--- config.mk ---
export PLATFORM = sky130hd
export DESIGN_NAME = fetch_top
export DESIGN_NICKNAME = d
export VERILOG_FILES = /design/src/fetch_pkg.sv /design/src/fetch_top.sv /design/src/ifu.sv /design/src/isram.sv
export SDC_FILE = /design/constraint.sdc
export NUM_CORES = 1
export LEC_CHECK = 0
export BUFFER_PORTS_ARGS = -buffer_cell sky130_fd_sc_hd__buf_2
export CAP_MARGIN = 20
export CORE_UTILIZATION = 30
export DETAILED_ROUTE_END_ITERATION = 10
export RECOVER_POWER = 25
export SLEW_MARGIN = 10
export SYNTH_ARGS = -nofsm -noshare
export SYNTH_HDL_FRONTEND = slang
export SYNTH_SLANG_ARGS = --single-unit
--- constraint.sdc ---
create_clock -name clk -period 3.9 [get_ports clk]
set_input_delay 0.585 -clock clk [delete_from_list [all_inputs] [get_ports clk]]
set_output_delay 0.585 -clock clk [all_outputs]
set_load 0.02 [all_outputs]
--- src/prog.hex ---
// one 32-bit instruction word per line (addi x1, x1, n with n the word index), word 0 at RESET_PC
00008093
00108093
00208093
00308093
00408093
00508093
00608093
00708093
00808093
00908093
00a08093
00b08093
00c08093
00d08093
00e08093
00f08093
01008093
01108093
01208093
01308093
01408093
01508093
01608093
01708093
01808093
01908093
01a08093
01b08093
01c08093
01d08093
01e08093
01f08093
02008093
02108093
02208093
02308093
02408093
02508093
02608093
02708093
02808093
02908093
02a08093
02b08093
02c08093
02d08093
02e08093
02f08093
03008093
03108093
03208093
03308093
03408093
03508093
03608093
03708093
03808093
03908093
03a08093
03b08093
03c08093
03d08093
03e08093
03f08093

--- src/fetch_pkg.sv ---
// shared fetch types; rom base is RESET_PC, word aligned pcs only, one read in flight
package fetch_pkg;

	// address and instruction width
	localparam int XLEN = 32;

	// memory map of the instruction rom
	localparam logic [XLEN-1:0] RESET_PC = 32'h8000_0000;
	localparam int ISRAM_WORDS = 64;
	localparam int ISRAM_AW = $clog2(ISRAM_WORDS);
	localparam string ISRAM_FILE = "/design/src/prog.hex";

	// read response, same coding as an axi rresp
	typedef enum logic [1:0] {
		RESP_OKAY   = 2'b00,
		RESP_SLVERR = 2'b10
	} resp_e;

	// fetch unit read fsm
	typedef enum logic [1:0] {
		IDLE,
		WAIT_ARREADY,
		WAIT_RVALID,
		HOLD
	} fetch_state_e;

	// read address channel payload
	typedef struct packed {
		logic [XLEN-1:0] addr;
	} ar_chan_t;

	// read data channel payload
	typedef struct packed {
		logic [XLEN-1:0] data;
		resp_e           resp;
	} r_chan_t;

	// redirect from execute
	typedef struct packed {
		logic [XLEN-1:0] target;
	} redirect_t;

	// item handed to decode
	typedef struct packed {
		logic [XLEN-1:0] pc;
		logic [XLEN-1:0] inst;
		logic            err;
	} fetch_out_t;

endpackage

--- src/fetch_top.sv ---
// fetch front end; decode and execute sit outside, redirect is a one cycle pulse
`timescale 1ns/1ps

module fetch_top (
	input  logic                  clk,
	input  logic                  rst,
	input  fetch_pkg::redirect_t  redirect,
	input  logic                  redirect_valid,
	output fetch_pkg::fetch_out_t fetch_out,
	output logic                  fetch_valid,
	input  logic                  idu_allowin
);
	import fetch_pkg::*;

	// memory channels between fetch unit and rom
	ar_chan_t ar;
	logic     ar_valid;
	logic     ar_ready;
	r_chan_t  r;
	logic     r_valid;
	logic     r_ready;

	ifu u_ifu (
		.clk            (clk),
		.rst            (rst),
		.redirect       (redirect),
		.redirect_valid (redirect_valid),
		.ar             (ar),
		.ar_valid       (ar_valid),
		.ar_ready       (ar_ready),
		.r              (r),
		.r_valid        (r_valid),
		.r_ready        (r_ready),
		.fetch_out      (fetch_out),
		.fetch_valid    (fetch_valid),
		.idu_allowin    (idu_allowin)
	);

	isram u_isram (
		.clk      (clk),
		.rst      (rst),
		.ar       (ar),
		.ar_valid (ar_valid),
		.ar_ready (ar_ready),
		.r        (r),
		.r_valid  (r_valid),
		.r_ready  (r_ready)
	);

endmodule

--- src/ifu.sv ---
// one fetch in flight; a redirect never drops a held item, it steers the fetch after it
`timescale 1ns/1ps

module ifu (
	input  logic                  clk,
	input  logic                  rst,
	// redirect from execute
	input  fetch_pkg::redirect_t  redirect,
	input  logic                  redirect_valid,
	// read address channel
	output fetch_pkg::ar_chan_t   ar,
	output logic                  ar_valid,
	input  logic                  ar_ready,
	// read data channel
	input  fetch_pkg::r_chan_t    r,
	input  logic                  r_valid,
	output logic                  r_ready,
	// decode channel
	output fetch_pkg::fetch_out_t fetch_out,
	output logic                  fetch_valid,
	input  logic                  idu_allowin
);
	import fetch_pkg::*;

	fetch_state_e state;
	fetch_state_e state_nxt;

	// next sequential fetch address
	logic [XLEN-1:0] pc;
	logic            redir_pend;
	logic [XLEN-1:0] redir_tgt;
	logic [XLEN-1:0] fetch_pc;

	logic ar_done;
	logic r_done;
	logic accept;
	logic start;

	assign ar_done = ar_valid && ar_ready;
	assign r_done = r_valid && r_ready;
	assign accept = fetch_valid && idu_allowin;

	// a fetch starts out of reset or on the cycle decode takes the held item
	assign start = (state == IDLE) || (state == HOLD && accept);

	// newest redirect wins, a pulse on the start cycle is used right away
	always_comb begin
		if (redirect_valid) begin
			fetch_pc = redirect.target;
		end else if (redir_pend) begin
			fetch_pc = redir_tgt;
		end else begin
			fetch_pc = pc;
		end
	end

	always_comb begin
		state_nxt = state;
		case (state)
			IDLE: state_nxt = WAIT_ARREADY;
			WAIT_ARREADY: begin
				if (ar_done) begin
					state_nxt = WAIT_RVALID;
				end
			end
			WAIT_RVALID: begin
				if (r_done) begin
					state_nxt = HOLD;
				end
			end
			HOLD: begin
				// go straight to the next address phase, no idle bubble
				if (accept) begin
					state_nxt = WAIT_ARREADY;
				end
			end
			default: state_nxt = IDLE;
		endcase
	end

	always_ff @(posedge clk) begin
		if (rst) begin
			state <= IDLE;
		end else begin
			state <= state_nxt;
		end
	end

	// channel handshake flags
	always_ff @(posedge clk) begin
		if (rst) begin
			ar_valid <= 1'b0;
			r_ready <= 1'b0;
			fetch_valid <= 1'b0;
		end else begin
			if (start) begin
				ar_valid <= 1'b1;
			end else if (ar_done) begin
				ar_valid <= 1'b0;
			end
			if (ar_done) begin
				r_ready <= 1'b1;
			end else if (r_done) begin
				r_ready <= 1'b0;
			end
			if (r_done) begin
				fetch_valid <= 1'b1;
			end else if (accept) begin
				fetch_valid <= 1'b0;
			end
		end
	end

	// pc and pending redirect
	always_ff @(posedge clk) begin
		if (rst) begin
			pc <= RESET_PC;
			redir_pend <= 1'b0;
		end else if (start) begin
			pc <= fetch_pc + XLEN'(4);
			redir_pend <= 1'b0;
		end else if (redirect_valid) begin
			redir_pend <= 1'b1;
		end
	end

	always_ff @(posedge clk) begin
		if (redirect_valid) begin
			redir_tgt <= redirect.target;
		end
	end

	// address stays put from start until the next start
	always_ff @(posedge clk) begin
		if (start) begin
			ar.addr <= fetch_pc;
		end
	end

	// output register, held until decode allows it in
	always_ff @(posedge clk) begin
		if (r_done) begin
			fetch_out.pc <= ar.addr;
			fetch_out.inst <= r.data;
			fetch_out.err <= (r.resp == RESP_SLVERR);
		end
	end

endmodule

--- src/isram.sv ---
// behavioral rom, one read at a time; ar_ready 0-3 waits, r_valid 1-4 cycles after the address
`timescale 1ns/1ps

module isram (
	input  logic                clk,
	input  logic                rst,
	// read address channel
	input  fetch_pkg::ar_chan_t ar,
	input  logic                ar_valid,
	output logic                ar_ready,
	// read data channel
	output fetch_pkg::r_chan_t  r,
	output logic                r_valid,
	input  logic                r_ready
);
	import fetch_pkg::*;

	logic [XLEN-1:0] mem [ISRAM_WORDS];

	// wait state source, x^8+x^6+x^5+x^4+1
	logic [7:0] lfsr;
	logic       lfsr_fb;

	logic [1:0] ar_cnt;
	logic [1:0] r_cnt;
	// address taken, response not yet delivered
	logic       pend;

	logic [XLEN-1:0]     addr_q;
	logic [XLEN-1:0]     off;
	logic                hit;
	logic [ISRAM_AW-1:0] idx;

	logic ar_done;
	logic r_done;

	initial begin
		$readmemh(ISRAM_FILE, mem);
	end

	assign ar_done = ar_valid && ar_ready;
	assign r_done = r_valid && r_ready;

	assign lfsr_fb = lfsr[7] ^ lfsr[5] ^ lfsr[4] ^ lfsr[3];

	always_ff @(posedge clk) begin
		if (rst) begin
			lfsr <= 8'ha5;
		end else begin
			lfsr <= {lfsr[6:0], lfsr_fb};
		end
	end

	always_ff @(posedge clk) begin
		if (rst) begin
			ar_ready <= 1'b0;
			ar_cnt <= '0;
			r_valid <= 1'b0;
			r_cnt <= '0;
			pend <= 1'b0;
		end else begin
			if (ar_done) begin
				// draw both delays for this access
				ar_ready <= 1'b0;
				ar_cnt <= lfsr[1:0];
				pend <= 1'b1;
				r_cnt <= lfsr[5:4];
				r_valid <= (lfsr[5:4] == 2'd0);
			end else if (ar_valid && !ar_ready && !pend) begin
				if (ar_cnt == 2'd0) begin
					ar_ready <= 1'b1;
				end else begin
					ar_cnt <= ar_cnt - 2'd1;
				end
			end
			if (pend && !r_valid) begin
				if (r_cnt == 2'd1) begin
					r_valid <= 1'b1;
				end
				r_cnt <= r_cnt - 2'd1;
			end
			if (r_done) begin
				r_valid <= 1'b0;
				pend <= 1'b0;
			end
		end
	end

	always_ff @(posedge clk) begin
		if (ar_done) begin
			addr_q <= ar.addr;
		end
	end

	// addresses below the base wrap to a large offset and miss too
	assign off = addr_q - RESET_PC;
	assign hit = off < XLEN'(ISRAM_WORDS * 4);
	assign idx = off[ISRAM_AW+1:2];

	// rom contents never change, so r holds while r_valid waits
	assign r.data = hit ? mem[idx] : '0;
	assign r.resp = hit ? RESP_OKAY : RESP_SLVERR;

endmodule

==> results.yml, run 1 <==
run_status:
  outcome: "completed"
timing:
  setup_viol: 0
  worst_slew_pin_slew_ns: 1.03
  hold_viol_final: 0
  fin_skew_ns: 0.00734
  drv_slew: 0
  relSlewSlack_pct: 31.4
  finalCritPeriodShare_pct: 79.4
  setup_tns_ns: 0
  rsz0062_at_grt: "false"
  fin_hold_ws_ns: 0.346
  min_period_ns: 3.10
  max_freq_mhz: 323
global_route:
  grt_max_degree: 60
  grt_pass1_wl_um: 23400
  grt_use_total_pct: 12.5
  antenna_found_initial: 1
  grt_overflow_total: 0
  grt_pass1_vias: 4302
hold_path:
  hp-class: "input pin to register"
synth:
  ys_top_cells_by_area: "edfxtp_1 50%, dfxtp_1 15%, mux2i_1 4.2%"
  syn_inst: 590
  synth_edf_count: 121
  syn_area_per_cell_sq_um: 12.4
  synthFlopType: "edfxtp_1"
  async_reset_ff_share_pct: 0
  synth-seq-area-share_pct: 64.2
  yosysWarnings: 0
  yosysUniqueCellTypes: 59
  synth_top_cell_by_area: "edfxtp_1"
  ys_ff_latch: 174
  yosysTopAreaCellShare_pct: 49.7
  netlist_area_sq_um: 7320
clocking:
  insertion_delay_ns: 0.43
  cts_resized: 0
  cts_hold_buf: 0
  cts_tree: "yes"
  clockBufferDepth: 2
  cts.htree.levels: 4
  numCtsBuffers: 17
  cts_setup_buffers: 0
  cts_sinks: 174
  path_clk_slew_ns: 0.07
  cts.root.buffer_cell: "clkbuf_16"
routing:
  dr.pass1.iters: 4
  vias_per_cell: 4.51
  post_drt_wl_per_cell_um: 14.9
  vias: 4477
  dr.first_iter.drc_count: 329
  antenna_left: 0
  drc: 0
  wirelength_um: 14800
place:
  gp_congestion: 0.800
  dp_hpwl_um: 10200
  numPortBuffers: 69
critical_path:
  path_class: "register to register"
  crit_path_start_kind: "register"
  arrival_ns: 3.39
  path_max_fanout: 19
  end_kind: "register"
  worstPathRequired_ns: 4.19
final_layout:
  drive_above_1_share_pct: 14.5
  final_common_cell: "edfxtp_1"
  layout_common_cells: "121 x edfxtp_1, 61 x nand2_1, 52 x dfxtp_1"
  final_core_util_pct: 35.5
  seq_area_sq_um: 4700
  multi_input_comb_area_sq_um: 2290
  nets: 705
  fillers: 2348
  diodes: 0
  syn_to_final_growth_pct: 14.9
die:
  core_area_sq_um: 23700
  start_util_pct: 30.9
  die-area_sq_um: 25000
  io_pins: 102
  die_h_um: 158
  die_width_um: 158
  rows: 56
power:
  p_per_area_nw_per_um2: 645
  ir_drop_uv: 331
  power.leakage_nw: 2.94
flow_run:
  drv_cap: 0
-- power breakdown --
part           internal [mW]  switching, mW
Clock                  0.938          0.698
Combinational          0.353          0.657
Sequential              2.55          0.227
Total                   3.84           1.58
-- kinds of logic after synthesis --
group                      after synthesis  share of synthesized area (%)
muxes                                   33                           4.55
and+or+nand+nor                        194                           13.4
xor gates and xnor gates                13                           1.56
DFF                                    174                           64.2
buffers and inverters                   74                           6.12
adders and majority gates                8                           1.37
AOI/OAI and AO/OA                       93                           8.74
other                                    1                         0.0513
-- flip-flops by register name, indices dropped and copies added, names as in the netlist, 8 cells and up --
| signal | cells |
|---|---|
| u_ifu.fetch_out | 33 |
| u_ifu.ar | 32 |
| u_ifu.pc | 32 |
| u_ifu.redir_tgt | 32 |
| u_isram.addr_q | 24 |
| u_isram.lfsr | 8 |
-- critical path, stage by stage, from the launching register on --
cell       delay (ns)
dfxtp_2          0.72
buf_4            0.31
mux2i_1          0.09
o21ai_1          0.35
nand3_2          0.22
or3_1            0.50
o41a_1           0.40
a2111oi_1        0.37
-- cells in the mapped netlist, drive strengths merged, types with 4 or more instances --
master,instances
o21a,4
nand4,7
xor2,5
nor2b,6
xnor2,8
o21ai,33
nand2,61
mux2i,31
dfxtp,53
a21oi,10
buf,47
and4,4
a311oi,6
nor4,8
ha,8
and2,4
nand3,24
edfxtp,121
nor3,11
inv,15
a211oi,15
nor2,37
or2,4
and3,4
nand2b,8
clkbuf,11
o211ai,7
-- path summary, 6_finish.rpt --
path,start,end,slack (ns),cells past startpoint
worst max-delay path,u_ifu.redir_pend,u_ifu.pc[27],0.80,7
worst min register to register,u_isram.lfsr[6],u_isram.lfsr[7],0.42,1
worst max register to register,u_ifu.redir_pend,u_ifu.pc[27],0.80,7
worst min-delay path,redirect[14],u_ifu.redir_tgt[14],0.35,1
-- layer usage --
metal  vias up  GRT usage [%]  part of all wire [%]
met5         -              0                 0.088
met4         2           5.27                   1.5
met3        20           4.22                   6.5
met2       109           17.9                    43
met1      2087           17.1                    48
li1       2259              -                     -
-- final cells by class --
cell class / instances / share of cell area [%]
Sequential cell: 174 / 55.9
Multi-Input combinational cell: 373 / 27.2
Clock buffer: 17 / 5.06
Tap cell: 319 / 4.75
Timing Repair Buffer: 79 / 4.63
Clock inverter: 15 / 1.73
Inverter: 16 / 0.715
-- stage by stage --
step / power, mW / instance area, sq um / instances / setup WS, ns
final: 5.42 / 8400 / 993 / 0.804
after global routing: 5.73 / 8400 / 993 / 0.450
after CTS: 5.49 / 8440 / 993 / 0.789
after detailed placement: 3.84 / 7870 / 961 / 0.617
after global placement: 3.83 / 7870 / 961 / 0.720
after floorplan: 3.54 / 7430 / 621 / 1.11
Note: power is estimated with default switching activity, not from simulation.
==> inputs of run 2 (changes only) <==
Clock period 3.9 ns to 2.9 ns, I/O delays scaled along.
==> run 2 against run 1 <==
Via count is 2.6% higher. Critical path type unchanged. Global-route usage barely moved. First-iteration DRC count grew 15%. Non-clock buffer count rose by 27.
==> results.yml, run 2 (synthesis results as in run 1) <==
run_status:
  outcome: "completed"
final_layout:
  drive_above_1_share_pct: 19.1
  final_common_cell: "edfxtp_1"
  nets: 732
  layout_common_cells: "121 x edfxtp_1, 61 x nand2_1, 52 x dfxtp_1"
  syn_to_final_growth_pct: 17.3
  largest_reg_flops: 33
  diodes: 0
  largest-register: "u_ifu.fetch_out"
clocking:
  cts_hold_buf: 0
  cts.root.buffer_cell: "clkbuf_16"
  cts_tree: "yes"
  path_clk_slew_ns: 0.07
  cts_resized: 0
  cts_sinks: 174
  numCtsBuffers: 17
  insertion_delay_ns: 0.43
  cts_setup_buffers: 0
  clockBufferDepth: 2
  cts.htree.levels: 4
routing:
  antenna_left: 0
  vias: 4592
  dr.first_iter.drc_count: 377
  wirelength_um: 14900
  drc: 0
  dr.pass1.iters: 5
  vias_per_cell: 4.50
  post_drt_wl_per_cell_um: 14.6
critical_path:
  crit_path_start_kind: "register"
  path_max_fanout: 18
  worstPathRequired_ns: 3.21
  slowest_stage: "o41a_1"
  end_kind: "register"
  arrival_ns: 2.89
  crit_chain: "buf_4 > mux2i_1 > o21ai_0 > and2_1 > nand3_1 > o41a_1 > a2111oi_1"
  crit_path_max_incr_delay_ns: 0.44
  path_class: "register to register"
timing:
  setup_tns_ns: 0
  worst_slew_pin_slew_ns: 0.895
  relSlewSlack_pct: 40.1
  max_freq_mhz: 388
  min_period_ns: 2.58
  setup_viol: 0
  drv_slew: 0
  finalCritPeriodShare_pct: 88.8
  fin_skew_ns: 0.00904
  hold_viol_final: 0
  rsz0062_at_grt: "false"
die:
  die_h_um: 158
  rows: 56
  start_util_pct: 30.9
  die_width_um: 158
  io_pins: 102
  core_area_sq_um: 23700
  die-area_sq_um: 25000
global_route:
  grt_use_total_pct: 12.5
  grt_pass1_vias: 4241
  grt_overflow_total: 0
  grt_max_degree: 43
  antenna_found_initial: 1
  grt_pass1_wl_um: 23400
power:
  p_per_area_nw_per_um2: 853
  totalPowerFinal_mw: 7.32
  ir_drop_uv: 426
  power.leakage_nw: 3.08
place:
  gp_congestion: 0.814
  dp_hpwl_um: 10700
  numPortBuffers: 69
hold_path:
  hp-class: "input pin to register"
flow_run:
  drv_cap: 0
[run 2: cell count changes in the layout (fill, tap and decap cells not counted), moves of 2 or more]
cell	change
inv_8	+2
clkbuf_1	-7
clkinv_1	-2
buf_4	+26
bufinv_16	-2
buf_2	+8
[run 2: stage by stage]
step           worst slack (ns)  hold slack, ns  std cells  utilization, %  cell area (sq um)
2_1_floorplan             0.144           0.389        621               -               7430
3_3_place_gp              0.310           0.394        988            34.1               8070
3_5_place_dp              0.211           0.396        988            34.1               8070
4_1_cts                   0.296           0.178       1020            36.4               8610
5_1_grt                   0.117           0.178       1020            36.2               8580
6_report                  0.324           0.194       1020            36.2               8580
[run 2: final timing paths]
| kind | from | cells after the start | endpoint | slack (ns) |
|---|---|---|---|---|
| min reg2reg | u_isram.lfsr[6] | 1 | u_isram.lfsr[7] | 0.41 |
| max reg2reg | u_ifu.redir_pend | 7 | u_ifu.pc[27] | 0.32 |
| min | redirect[24] | 1 | u_ifu.redir_tgt[24] | 0.19 |
| max | u_ifu.redir_pend | 7 | u_ifu.pc[27] | 0.32 |
[run 2: critical path, delay by kind of cell (launching register included)]
family	cells	cell delay, ns
AO/OA/AOI/OAI	3	0.96
AND/OR/NAND/NOR	2	0.66
flip-flops	1	0.38
buffers and inverters	1	0.34
multiplexers	1	0.11
[run 2: cell type report]
class,count,area (sq um)
Clock inverter,15,114
Inverter,16,60.1
Timing Repair Buffer,106,598
Multi-Input combinational cell,373,2290
Fill cell,2356,15100
Tap cell,319,399
Sequential cell,174,4700
Clock buffer,17,425
[run 2: metal layers]
layer | GRT usage (%) | vias to the layer above | wire length, um
met5 | 0 | - | 8
met4 | 5.13 | 2 | 203
met3 | 4.65 | 14 | 1070
met2 | 17.5 | 122 | 6360
met1 | 17.2 | 2137 | 7290
li1 | - | 2317 | -
[run 2: power breakdown]
part           leakage (nW)  internal [mW]  switching [mW]
sequential             1.60           3.43           0.293
clock                 0.257           1.10           0.991
combinational          1.22          0.575           0.933
total                  3.08           5.11            2.22
